`src/hdl/regmap_pkg.sv`:
```
//********************
// register addresses are always 16 bits wide
// only the low 13 addresses are mapped
//********************
package regmap_pkg;

	typedef logic [15:0] reg_addr_t;

	// register access request from the bus FSM
	typedef struct packed {
		logic      wr_stb; // one-cycle write strobe
		logic      rd_stb; // one-cycle read strobe
		reg_addr_t addr;
		logic [7:0] wdata;
	} reg_req_t;

	localparam reg_addr_t REG_DEV_ADDR = 16'h0000; // bus address, bits 6..0
	localparam reg_addr_t RO_BASE      = 16'h0001;
	localparam reg_addr_t RW_BASE      = 16'h0005;

	localparam int RO_COUNT = 4;
	localparam int RW_COUNT = 8;

	// fixed contents of the read-only block
	localparam logic [7:0] RO_INIT [RO_COUNT] = '{8'hA0, 8'hA1, 8'hA2, 8'hA3};

	// reset contents of the read/write block
	localparam logic [7:0] RW_INIT [RW_COUNT] = '{
		8'hB0, 8'hB1, 8'hB2, 8'hB3,
		8'hB4, 8'hB5, 8'hB6, 8'hB7
	};

	localparam logic [7:0] UNMAPPED_DATA = 8'hFF; // returned for any other address

endpackage

```
`src/hdl/i2c_pkg.sv`:
```
//********************
// bus events are one-cycle strobes in the sys_clk domain
// sys_clk must be much faster than SCL (about 100x)
//********************
package i2c_pkg;

	// one cycle worth of decoded bus activity
	typedef struct packed {
		logic scl_rise;  // synchronized SCL rising edge
		logic scl_fall;  // synchronized SCL falling edge
		logic start;     // SDA fall while SCL high
		logic stop;      // SDA rise while SCL high
		logic bit_valid; // data bit decided, on SCL fall
		logic bit_val;   // decided bit value
		logic scl_high;  // synchronized SCL level
		logic sda_high;  // synchronized SDA level
	} bus_evt_t;

	// target FSM states
	typedef enum logic [2:0] {
		IDLE,
		DEV_ADDR,
		REG_ADDR_HI,
		REG_ADDR_LO,
		WR_DATA,
		RD_DATA,
		WAIT_STOP
	} ctrl_state_t;

	// bus address after reset, changed later through register 0
	localparam logic [6:0] I2C_DEF_DEV_ADDR = 7'h36;

	// cycles from seen SCL fall to SDA update, gives data hold time
	localparam logic [7:0] ACK_DELAY_CYC = 8'd4;

endpackage
```
`src/hdl/i2c_slave_top.sv`:
```
//********************
// SDA pad is open drain, pull low when sda_oe_o and not sda_o
// SCL is input only, no clock stretching
//********************
module i2c_slave_top
	import i2c_pkg::*;
	import regmap_pkg::*;
#(
	parameter int SAMPLE_THRESH_CYC = 32, // SDA-high cycles that make a 1
	parameter int STOP_HOLD_CYC     = 50  // idle cycles after STOP
) (
	input  logic sys_clk,
	input  logic rst_n,
	input  logic scl_i,
	input  logic sda_i,
	output logic sda_oe_o,
	output logic sda_o
);

	bus_evt_t   bus_evt;
	reg_req_t   req;
	logic [7:0] rd_data;
	logic [6:0] dev_addr;

	i2c_bus_sampler #(
		.SAMPLE_THRESH_CYC (SAMPLE_THRESH_CYC)
	) u_sampler (
		.sys_clk   (sys_clk),
		.rst_n     (rst_n),
		.scl_i     (scl_i),
		.sda_i     (sda_i),
		.bus_evt_o (bus_evt)
	);

	i2c_slave_ctrl #(
		.STOP_HOLD_CYC (STOP_HOLD_CYC)
	) u_ctrl (
		.sys_clk    (sys_clk),
		.rst_n      (rst_n),
		.bus_evt_i  (bus_evt),
		.dev_addr_i (dev_addr),
		.rd_data_i  (rd_data),
		.req_o      (req),
		.sda_oe_o   (sda_oe_o),
		.sda_o      (sda_o)
	);

	i2c_reg_file u_reg_file (
		.sys_clk    (sys_clk),
		.rst_n      (rst_n),
		.req_i      (req),
		.rd_data_o  (rd_data),
		.dev_addr_o (dev_addr)
	);

endmodule

```
`src/hdl/i2c_reg_file.sv`:
```
//********************
// reads take one cycle, writes land on the strobe edge
// read-only and unmapped writes are dropped silently
//********************
module i2c_reg_file
	import i2c_pkg::*;
	import regmap_pkg::*;
(
	input  logic       sys_clk,
	input  logic       rst_n,
	input  reg_req_t   req_i,
	output logic [7:0] rd_data_o,
	output logic [6:0] dev_addr_o
);

	localparam int RO_IW = $clog2(RO_COUNT);
	localparam int RW_IW = $clog2(RW_COUNT);
	localparam reg_addr_t RO_LAST = RO_BASE + reg_addr_t'(RO_COUNT - 1);
	localparam reg_addr_t RW_LAST = RW_BASE + reg_addr_t'(RW_COUNT - 1);

	logic [6:0]       dev_addr_q;
	logic [7:0]       rw_q [RW_COUNT];
	logic             in_ro;
	logic             in_rw;
	logic [RO_IW-1:0] ro_idx;
	logic [RW_IW-1:0] rw_idx;

	assign in_ro  = (req_i.addr >= RO_BASE) && (req_i.addr <= RO_LAST);
	assign in_rw  = (req_i.addr >= RW_BASE) && (req_i.addr <= RW_LAST);
	assign ro_idx = RO_IW'(req_i.addr - RO_BASE);
	assign rw_idx = RW_IW'(req_i.addr - RW_BASE);

	assign dev_addr_o = dev_addr_q;

	always_ff @(posedge sys_clk) begin
		if (!rst_n) begin
			dev_addr_q <= I2C_DEF_DEV_ADDR;
			for (int i = 0; i < RW_COUNT; i++) begin
				rw_q[i] <= RW_INIT[i];
			end
		end else if (req_i.wr_stb) begin
			if (req_i.addr == REG_DEV_ADDR) begin
				dev_addr_q <= req_i.wdata[6:0]; // new address takes effect next START
			end else if (in_rw) begin
				rw_q[rw_idx] <= req_i.wdata;
			end
		end
	end

	// read mux, held until the next strobe
	always_ff @(posedge sys_clk) begin
		if (req_i.rd_stb) begin
			if (req_i.addr == REG_DEV_ADDR) begin
				rd_data_o <= {1'b0, dev_addr_q};
			end else if (in_ro) begin
				rd_data_o <= RO_INIT[ro_idx]; // fixed read-only contents
			end else if (in_rw) begin
				rd_data_o <= rw_q[rw_idx];
			end else begin
				rd_data_o <= UNMAPPED_DATA;
			end
		end
	end

endmodule

```
`src/hdl/i2c_slave_ctrl.sv`:
```
//********************
// never NACKs a read, the controller ends reads with NACK then STOP
// repeated START restarts address matching only
//********************
module i2c_slave_ctrl
	import i2c_pkg::*;
	import regmap_pkg::*;
#(
	parameter int STOP_HOLD_CYC = 50
) (
	input  logic       sys_clk,
	input  logic       rst_n,
	input  bus_evt_t   bus_evt_i,
	input  logic [6:0] dev_addr_i,
	input  logic [7:0] rd_data_i,
	output reg_req_t   req_o,
	output logic       sda_oe_o,
	output logic       sda_o
);

	localparam int HOLD_W = $clog2(STOP_HOLD_CYC + 1);
	localparam logic [HOLD_W-1:0] HOLD_MAX = HOLD_W'(STOP_HOLD_CYC);

	ctrl_state_t       state_q;
	logic [3:0]        bit_cnt_q;  // 0..7 data bits, 8 is the ACK slot
	logic [6:0]        shift_q;
	reg_addr_t         reg_addr_q;
	logic              rd_pend_q;  // becomes rd_stb
	logic [7:0]        drv_cnt_q;  // countdown to the next SDA drive
	logic [HOLD_W-1:0] hold_cnt_q;
	logic [7:0]        rx_byte;
	logic              in_frame;
	logic              byte_done;
	logic              ack_done;
	logic              addr_match;
	logic              drv_now;
	logic              read_bit;

	assign rx_byte    = {shift_q, bus_evt_i.bit_val};
	assign in_frame   = (state_q != IDLE) && (state_q != WAIT_STOP);
	assign byte_done  = bus_evt_i.bit_valid && (bit_cnt_q == 4'd7);
	assign ack_done   = bus_evt_i.bit_valid && (bit_cnt_q == 4'd8);
	assign addr_match = (rx_byte[7:1] == dev_addr_i);
	assign drv_now    = (drv_cnt_q == 8'd1);
	assign read_bit   = rd_data_i[3'd7 - bit_cnt_q[2:0]]; // MSB first

	always_comb begin
		req_o        = '0;
		req_o.wr_stb = (state_q == WR_DATA) && byte_done; // same cycle as the 8th bit
		req_o.rd_stb = rd_pend_q;
		req_o.addr   = reg_addr_q;
		req_o.wdata  = rx_byte;
	end

	// shift register and address counter
	always_ff @(posedge sys_clk) begin
		if (in_frame && bus_evt_i.bit_valid && bit_cnt_q != 4'd8) begin
			shift_q <= rx_byte[6:0];
		end
		case (state_q)
			REG_ADDR_HI: if (byte_done) reg_addr_q[15:8] <= rx_byte;
			REG_ADDR_LO: if (byte_done) reg_addr_q[7:0] <= rx_byte;
			WR_DATA:     if (ack_done) reg_addr_q <= reg_addr_q + 16'd1;
			RD_DATA: begin
				if (bus_evt_i.scl_rise && bit_cnt_q == 4'd8) begin
					reg_addr_q <= reg_addr_q + 16'd1; // prefetch next byte
				end
			end
			default: ;
		endcase
	end

	always_ff @(posedge sys_clk) begin
		if (!rst_n) begin
			state_q    <= IDLE;
			bit_cnt_q  <= 4'd0;
			rd_pend_q  <= 1'b0;
			drv_cnt_q  <= 8'd0;
			hold_cnt_q <= '0;
			sda_oe_o   <= 1'b0;
			sda_o      <= 1'b1;
		end else begin
			rd_pend_q <= 1'b0;
			if (drv_cnt_q != 8'd0) begin
				drv_cnt_q <= drv_cnt_q - 8'd1;
			end
			if (bus_evt_i.stop) begin
				state_q    <= WAIT_STOP;
				drv_cnt_q  <= 8'd0;
				hold_cnt_q <= '0;
				sda_oe_o   <= 1'b0;
				sda_o      <= 1'b1;
			end else if (bus_evt_i.start) begin
				state_q   <= DEV_ADDR;
				bit_cnt_q <= 4'd0;
				drv_cnt_q <= 8'd0;
				sda_oe_o  <= 1'b0;
				sda_o     <= 1'b1;
			end else begin
				if (in_frame && bus_evt_i.bit_valid) begin
					bit_cnt_q <= (bit_cnt_q == 4'd8) ? 4'd0 : bit_cnt_q + 4'd1;
				end
				if (drv_now) begin
					sda_oe_o <= 1'b1;
					sda_o    <= (state_q == RD_DATA && bit_cnt_q != 4'd8) ? read_bit : 1'b0;
				end
				case (state_q)
					IDLE: ; // wait for START
					DEV_ADDR: begin
						if (byte_done) begin
							if (addr_match) begin
								drv_cnt_q <= ACK_DELAY_CYC;
								rd_pend_q <= rx_byte[0]; // fetch first read byte
							end else begin
								state_q <= IDLE;
							end
						end else if (ack_done) begin
							sda_oe_o <= 1'b0;
							sda_o    <= 1'b1;
							if (shift_q[0]) begin
								state_q   <= RD_DATA;
								drv_cnt_q <= ACK_DELAY_CYC;
							end else begin
								state_q <= REG_ADDR_HI;
							end
						end
					end
					REG_ADDR_HI, REG_ADDR_LO, WR_DATA: begin
						if (byte_done) begin
							drv_cnt_q <= ACK_DELAY_CYC;
						end else if (ack_done) begin
							sda_oe_o <= 1'b0;
							sda_o    <= 1'b1;
							if (state_q == REG_ADDR_HI) begin
								state_q <= REG_ADDR_LO;
							end else begin
								state_q <= WR_DATA;
							end
						end
					end
					RD_DATA: begin
						if (bus_evt_i.scl_rise && bit_cnt_q == 4'd8) begin
							rd_pend_q <= 1'b1;
						end
						if (byte_done) begin
							sda_oe_o <= 1'b0; // controller drives its ACK
							sda_o    <= 1'b1;
						end else if (ack_done) begin
							if (bus_evt_i.bit_val) begin
								state_q    <= WAIT_STOP; // NACK ends the read
								hold_cnt_q <= '0;
							end else begin
								drv_cnt_q <= ACK_DELAY_CYC;
							end
						end else if (bus_evt_i.bit_valid) begin
							drv_cnt_q <= ACK_DELAY_CYC;
						end
					end
					WAIT_STOP: begin
						if (bus_evt_i.scl_high && bus_evt_i.sda_high) begin
							if (hold_cnt_q == HOLD_MAX) begin
								state_q <= IDLE;
							end else begin
								hold_cnt_q <= hold_cnt_q + 1'b1;
							end
						end else begin
							hold_cnt_q <= '0;
						end
					end
					default: state_q <= IDLE;
				endcase
			end
		end
	end

	a_idle_released: assert property (@(posedge sys_clk) disable iff (!rst_n)
		(state_q == IDLE) |-> !sda_oe_o)
		else $error("ctrl: SDA driven while idle");

	a_one_strobe: assert property (@(posedge sys_clk) disable iff (!rst_n)
		!(req_o.wr_stb && req_o.rd_stb))
		else $error("ctrl: read and write strobe together");

endmodule

```
`src/hdl/i2c_bus_sampler.sv`:
```
//********************
// scl_i and sda_i may be asynchronous, events lag the pins by 3 cycles
// SCL high time must exceed SAMPLE_THRESH_CYC for a 1 to be seen
//********************
module i2c_bus_sampler
	import i2c_pkg::*;
#(
	parameter int SAMPLE_THRESH_CYC = 32
) (
	input  logic     sys_clk,
	input  logic     rst_n,
	input  logic     scl_i,
	input  logic     sda_i,
	output bus_evt_t bus_evt_o
);

	localparam int CNT_W = $clog2(SAMPLE_THRESH_CYC + 1);
	localparam logic [CNT_W-1:0] THRESH = CNT_W'(SAMPLE_THRESH_CYC);

	logic [2:0]       scl_sync_q; // [1:0] synchronizer, [2] edge history
	logic [2:0]       sda_sync_q;
	logic [CNT_W-1:0] high_cnt_q; // SDA-high cycles in this SCL-high period
	logic             in_bit_q;   // SCL rose since last START/STOP
	logic             scl_lvl;
	logic             sda_lvl;
	logic             scl_rise;
	logic             scl_fall;
	logic             sda_rise;
	logic             sda_fall;
	logic             start_det;
	logic             stop_det;

	always_ff @(posedge sys_clk) begin
		if (!rst_n) begin
			scl_sync_q <= 3'b111; // idle bus reads high
			sda_sync_q <= 3'b111;
		end else begin
			scl_sync_q <= {scl_sync_q[1:0], scl_i};
			sda_sync_q <= {sda_sync_q[1:0], sda_i};
		end
	end

	assign scl_lvl   = scl_sync_q[1];
	assign sda_lvl   = sda_sync_q[1];
	assign scl_rise  = scl_lvl & ~scl_sync_q[2];
	assign scl_fall  = ~scl_lvl & scl_sync_q[2];
	assign sda_rise  = sda_lvl & ~sda_sync_q[2];
	assign sda_fall  = ~sda_lvl & sda_sync_q[2];
	assign start_det = sda_fall & scl_lvl & scl_sync_q[2];
	assign stop_det  = sda_rise & scl_lvl & scl_sync_q[2];

	always_ff @(posedge sys_clk) begin
		if (!rst_n) begin
			high_cnt_q <= '0;
			in_bit_q   <= 1'b0;
		end else begin
			if (scl_rise) begin
				high_cnt_q <= '0;
			end else if (scl_lvl && sda_lvl && high_cnt_q != THRESH) begin
				high_cnt_q <= high_cnt_q + 1'b1; // saturates at threshold
			end
			if (start_det || stop_det || scl_fall) begin
				in_bit_q <= 1'b0;
			end else if (scl_rise) begin
				in_bit_q <= 1'b1;
			end
		end
	end

	always_comb begin
		bus_evt_o.scl_rise  = scl_rise;
		bus_evt_o.scl_fall  = scl_fall;
		bus_evt_o.start     = start_det;
		bus_evt_o.stop      = stop_det;
		bus_evt_o.bit_valid = scl_fall & in_bit_q; // no bit for the fall after START
		bus_evt_o.bit_val   = (high_cnt_q >= THRESH);
		bus_evt_o.scl_high  = scl_lvl;
		bus_evt_o.sda_high  = sda_lvl;
	end

	a_start_stop_excl: assert property (@(posedge sys_clk) disable iff (!rst_n)
		!(bus_evt_o.start && bus_evt_o.stop))
		else $error("sampler: START and STOP in one cycle");

endmodule

```
`config.mk`:
```
export PLATFORM = sky130hd
export DESIGN_NAME = i2c_slave_top
export DESIGN_NICKNAME = d
export VERILOG_FILES = /design/src/hdl/regmap_pkg.sv /design/src/hdl/i2c_pkg.sv /design/src/hdl/i2c_slave_top.sv /design/src/hdl/i2c_reg_file.sv /design/src/hdl/i2c_slave_ctrl.sv /design/src/hdl/i2c_bus_sampler.sv
export SDC_FILE = /design/constraint.sdc
export NUM_CORES = 1
export LEC_CHECK = 0
export BUFFER_PORTS_ARGS = -buffer_cell sky130_fd_sc_hd__buf_2
export CAP_MARGIN = 10
export CORE_UTILIZATION = 40
export DETAILED_ROUTE_END_ITERATION = 10
export SLEW_MARGIN = 15
export SYNTH_ARGS = -nofsm -noshare
export SYNTH_HDL_FRONTEND = slang
export SYNTH_SLANG_ARGS = --single-unit
```
`constraint.sdc`:
```
create_clock -name sys_clk -period 3.5 [get_ports sys_clk]
set_input_delay 0.7 -clock sys_clk [delete_from_list [all_inputs] [get_ports sys_clk]]
set_output_delay 0.7 -clock sys_clk [all_outputs]
set_load 0.01 [all_outputs]
```
==> metrics.txt, run 1 <==
Die Wd 135.8 um; Rows 48; number of enable flip-flop cells after synthesis 95; post-DP HPWL 11440 um; YS warnings 0; final wirelength between 15000 and 20000 um; Design Area, Final between 7000 and 8000 um2; combinational power share 0.141; final setup fails 0; Synth Register Bits about 140; P&R area growth vs syn 10.38%; maximum vdd drop 0.3344 mV; final core occ 0.4539; Synth Flop Type edfxtp_1; # nets final 677; worst min path class reg2reg; Switching Fraction 0.2593; hold-fix buffer count after cts 0; Core Area 17420 um2; gpl congestion 0.9167; total track usage 0.1929; initial cell density of the core 0.4112; CTS tree done; outcome finished, final reports clean; TritonCTS buffer count 17; placed cells roughly 870; sequential power share 0.470; cell-internal power 0.003067 W; vias about 5100; number of setup buffers added after CTS 0; Resized Gates After CTS 0; largest net degree at the start of global routing 30; Syn Area/Cell 10.77 um2; Seq/Total Area, Yosys 0.5213; PortBufs 5; clock slew seen by the registers of the worst setup and hold paths 60 ps; Worst Tran Pin Value 878.9 ps; Synthesized Nets between 600 and 700; Relative slew margins 0.4119; antenna-violating nets left 0; drt wl/cell 18.64 um; fraction of layout cells with a size suffix above 1 0.1100; Vias/cell 5.651; Synth Cell Area 7162 um2; Max Root-Sink Buffers 2; FF/Latch Area 3734 um2; die area 18440 um2; number of global-route vias before repair 4756; area of the multi-input gates 3202 um2; final period utilization 0.8389; drt initial violations 450; die height 135.8 um; antenna cell count 0; Fin Setup TNS 0 ps; family with the most delay on the worst path simple AND/OR/NAND/NOR gates; drt first pass iters 5; first-pass GRT wire length approximately 26000 um; met1 global-route usage 0.2695; Net Sw Power 0.001074 W; synth unique cells 70; global route total overflow 0; crit-path max cell delay 440 ps; share of the synthesized area in the top cell type 0.3983; RSZ-0062 raised after global routing no; Critical Path, Cell by Cell ha_1, and3b_1, nand3_1, a2111oi_4, buf_4, and4_1, nand2b_1; CTS root buffer clkbuf_16; GRT busiest layer met2; Crit-path slowest cell dfxtp_1; CP startpoint kind flip-flop; fin. max-slew vios 0; Peak Freq 340.6 MHz; grt met3 use 0.04884; critical path arrival roughly 3000 ps; post-synthesis cell count 665; Leak between 2 and 3 nW; fill cell count 1622; asr flop ratio synth 0; Setup Skew 9.754 ps; Final Power 0.004141 W; H-tree levels 4; initial antenna violation count 0; Critical Path End Type flip-flop; Final Hold Vio Count 0; TritonCTS Sinks 139; Top-Level Pins 6; Crit Path Class reg2reg; CP max FO 10; Synth area leaders edfxtp_1, dfxtp_1, mux4_2; fin crit period ~3000 ps; met2 Resource Use GR 0.2829; drt drc 0; pwr/cell area roughly 520 nW/um2; worst path bufs/invs 1; Clock Power Share 0.389; Finished Layout Cells 898; max-cap violations 0; Req. time, crit path 3580 ps; clk_lat worst skew around 420 ps; Synth area leader edfxtp_1; Post-DP Area 7385 um2
-- synth_stat cells (4+ instances only) --
cell type and n:
a21o_1 4, mux4_2 12, a21oi_1 31, a211oi_1 4, nor2b_1 9, buf_2 9, ha_1 13, or2_1 8
and3_1 11, nand2b_1 32, o21ai_0 12, dfxtp_1 44, xor2_1 17, nand3_1 26, buf_1 4, xnor2_1 21
and2_1 19, inv_1 20, mux2i_1 14, clkbuf_1 23, nand3b_1 8, or2_2 5, nor4_1 5, nand2_1 50
nand4_1 10, nor2_1 63, mux2_2 4, edfxtp_1 95, a31oi_1 5, nor3_1 16
-- metal layers --
layer | share of wire | vias up
li1 | - | 2409
met1 | 0.45 | 2455
met2 | 0.45 | 185
met3 | 0.083 | 26
met4 | 0.019 | 0
met5 | 0 | -
-- final timing paths --
check / startpoint / end / cells after the start / slack, ps
max: u_ctrl.bit_cnt_q[0]$_SDFFE_PN0P_ / u_reg_file.rw_q[0][7]$_SDFFCE_PN1P_ / 7 / 560
min: u_sampler.sda_sync_q[0]$_SDFF_PN1_ / u_sampler.sda_sync_q[1]$_SDFF_PN1_ / 1 / 400
max reg2reg: u_ctrl.bit_cnt_q[0]$_SDFFE_PN0P_ / u_reg_file.rw_q[0][7]$_SDFFCE_PN1P_ / 7 / 560
min reg2reg: u_sampler.sda_sync_q[0]$_SDFF_PN1_ / u_sampler.sda_sync_q[1]$_SDFF_PN1_ / 1 / 400
-- kinds of logic (layout without fill, tap and decap cells) --
group | count (synthesis) | after routing | synth area share
compound gates | 98 | 98 | 0.09574
xor+xnor | 38 | 38 | 0.04647
fa+ha+maj | 13 | 13 | 0.02271
buf+inv | 58 | 66 | 0.03302
flops | 139 | 139 | 0.5213
mux | 30 | 30 | 0.06359
simple gates | 289 | 289 | 0.2172
-- power by group through the flow --
| stage | clock network, W | logic (W) | registers (W) |
|---|---|---|---|
| after floorplan | 0 | 0.000471 | 0.00194 |
| after global placement | 0 | 0.000554 | 0.00198 |
| after detailed placement | 0 | 0.000573 | 0.00198 |
| after CTS | 0.00164 | 0.000579 | 0.00194 |
| after global routing | 0.00171 | 0.000654 | 0.00196 |
| final | 0.00161 | 0.000583 | 0.00195 |
-- per-stage QoR --
| step | worst slack [ps] | hold slack, ps |
|---|---|---|
| 4_1_cts | 569.9 | 405.9 |
| 6_report | 563.9 | 404.2 |
| 3_5_place_dp | 577.1 | 392.1 |
| 3_3_place_gp | 732.3 | 389.5 |
| 5_1_grt | 351.0 | 431.1 |
| 2_1_floorplan | 634.5 | 386.3 |
-- placed cells by master (no fill, tap or decap), types with 5 or more instances in the layout --
master / n
mux4_2: 12
xor2_1: 17
nor4_1: 5
dfxtp_1: 44
nand3b_1: 8
and3_1: 11
clkbuf_16: 17
a31oi_1: 5
nand3_1: 26
o21ai_0: 12
inv_1: 20
nor2_1: 63
or2_1: 8
nand4_1: 10
buf_4: 9
buf_2: 5
nand2b_1: 32
or2_2: 5
and2_1: 19
edfxtp_1: 95
ha_1: 13
mux2i_1: 14
xnor2_1: 20
nor2b_1: 8
nor3_1: 16
a21oi_1: 31
nand2_1: 50
clkbuf_1: 5
-- layout make-up --
cell class / count / area share
flip-flops and latches: 139 / 0.4723
multi-input cells: 468 / 0.4050
clock buffers: 22 / 0.05619
well taps: 225 / 0.03561
repair buffers: 14 / 0.01171
clock inverters: 10 / 0.009655
inverters: 20 / 0.009497
-- sequential cells by signal, summed over array words and instances (netlist names) --
signal	cells
u_ctrl.rd_pend_q	1
u_ctrl.drv_cnt_q	8
u_sampler.high_cnt_q	6
u_reg_file.dev_addr_o	7
u_reg_file.rw_q	64
u_ctrl.state_q	3
u_ctrl.sda_o	1
u_sampler.in_bit_q	1
u_ctrl.reg_addr_q	16
u_ctrl.sda_oe_o	1
u_reg_file.rd_data_o	8
u_sampler.scl_sync_q	3
u_ctrl.bit_cnt_q	4
u_ctrl.hold_cnt_q	6
u_sampler.sda_sync_q	3
u_ctrl.shift_q	7
No activity file was read; power rests on OpenSTA's default activity.
==> run 2, diff against run 1 <==
==> constraint.sdc (replaced) <==
create_clock -name sys_clk -period 3.1 [get_ports sys_clk]
set_input_delay 0.62 -clock sys_clk [delete_from_list [all_inputs] [get_ports sys_clk]]
set_output_delay 0.62 -clock sys_clk [all_outputs]
set_load 0.01 [all_outputs]
==> metrics.txt, run 2 (synthesis gave the netlist of run 1 again) <==
Leak around 2.8 nW; global route total overflow 0; most frequent cells in the layout edfxtp_1, nor2_1, nand2_1; drt wl/cell 18.26 um; TritonCTS buffer count 17; final wirelength 16600 um; die area about 18000 um2; hold path startpoint sda_i; final setup fails 0; max FFs per register 64; vias 5078; Regs by FF count u_reg_file.rw_q: 64 flops, u_ctrl.reg_addr_q: 16 flops; drt first pass iters 5; Fin Setup TNS 0 ps; worst min path class in2reg; fraction of layout cells with a size suffix above 1 0.1272; CP startpoint kind flip-flop; Rows 48; first-pass GRT wire length 26280 um; Req. time, crit path 3190 ps; clock slew seen by the registers of the worst setup and hold paths 60 ps; most common cell after layout, fill and taps aside edfxtp_1; worst r2r path cells 7; Final Power 0.004856 W; Die Wd ~140 um; Most flops, register u_reg_file.rw_q; CTS root buffer clkbuf_16; maximum vdd drop 0.3807 mV; critical path arrival 2920 ps; drt initial violations around 400; PortBufs 5; hold-fix buffer count after cts 0; CP max FO 9; drt drc 0; Final Hold Vio Count 0; Design Area, Final just over 8000 um2; Vias/cell 5.586; Worst Tran Pin Value 752.8 ps; gpl congestion 0.8651; reg2reg end u_reg_file.rw_q[3][2]$_SDFFCE_PN0P_; outcome finished, final reports clean; TritonCTS Sinks 139; Post-DP Area 7467 um2; number of setup buffers added after CTS 0; largest net degree at the start of global routing 32; CTS tree done; Hold Crit Depth 2; WHS Endpoint u_sampler.sda_sync_q[0]$_SDFF_PN1_; total track usage 0.1924; initial antenna violation count 0; antenna-violating nets left 0; Core Area about 17000 um2; Max Root-Sink Buffers 2; Setup Skew 7.427 ps; fill cell count 1620; Peak Freq around 350 MHz; H-tree levels 4; fin. max-slew vios 0; RSZ-0062 raised after global routing no; hold slack 373.3 ps; fin crit period roughly 2800 ps; final core occ 0.4621; P&R area growth vs syn 12.39%; clk_lat worst skew 420 ps; initial cell density of the core 0.4112; Relative slew margins 0.4962; # nets final approximately 690; Critical Path End Type flip-flop; Crit Path Class reg2reg; die height 135.8 um; post-DP HPWL 11560 um; final period utilization 0.9123; pwr/cell area 603.2 nW/um2; number of global-route vias before repair 4848; Top-Level Pins 6; antenna cell count 0; flop2flop setup slack 270 ps; Resized Gates After CTS 0; max-cap violations 0; R2R Path Start u_ctrl.bit_cnt_q[0]$_SDFFE_PN0P_
[run 2: how the worst max path moves through the flow]
stage                                           startpoint                                   to  slack [ps]  depth (start not counted)
final                     u_ctrl.bit_cnt_q[0]$_SDFFE_PN0P_  u_reg_file.rw_q[3][2]$_SDFFCE_PN0P_         270                          7
after global routing      u_ctrl.bit_cnt_q[0]$_SDFFE_PN0P_  u_reg_file.rw_q[3][3]$_SDFFCE_PN0P_          80                          7
after CTS                 u_ctrl.bit_cnt_q[0]$_SDFFE_PN0P_  u_reg_file.rw_q[3][2]$_SDFFCE_PN0P_         290                          7
after detailed placement  u_ctrl.bit_cnt_q[0]$_SDFFE_PN0P_  u_reg_file.rw_q[3][6]$_SDFFCE_PN0P_         310                          7
after global placement    u_ctrl.bit_cnt_q[0]$_SDFFE_PN0P_  u_reg_file.rw_q[3][4]$_SDFFCE_PN1P_         420                          7
after floorplan             u_ctrl.reg_addr_q[0]$_DFFE_PP_  u_reg_file.rw_q[0][0]$_SDFFCE_PN0P_         230                          8
[run 2: report_power, final]
| group | internal, W | total [W] | switching, W | leakage [nW] |
|---|---|---|---|---|
| registers | 0.00209 | 0.00218 | 0.0000888 | 1.27 |
| logic | 0.000287 | 0.000674 | 0.000387 | 1.26 |
| clock network | 0.00125 | 0.00200 | 0.000750 | 0.270 |
| total | 0.00363 | 0.00486 | 0.00123 | 2.79 |
[run 2: critical path, stage by stage (launching register included)]
cell	delay [ps]
dfxtp_1	440
ha_1	250
and3b_1	320
nand3_1	240
a2111oi_4	430
buf_4	240
nand3b_1	220
nand2_1	350
[run 2: layout make-up]
type	instances	area [um2]	area share
clock buffers	18	429.2	0.05332
clock inverters	14	152.6	0.01896
inverters	20	75.07	0.009327
multi-input cells	468	3202	0.3978
flip-flops and latches	139	3734	0.4639
well taps	225	281.5	0.03498
repair buffers	25	175.2	0.02176
[run 2: stage by stage]
stage               setup WS [ps]  instances
floorplan                   234.5        665
global placement            424.1        877
detailed placement          311.8        877
CTS                         285.8        909
global route                78.44        909
finish                      272.0        909
[run 2: routing by layer]
layer,up-vias,share of wire,GRT usage
met1,2494,0.47,0.2654
met5,-,0,0
met3,25,0.054,0.04325
met4,0,0.018,0.07990
met2,133,0.45,0.2905
li1,2426,-,-
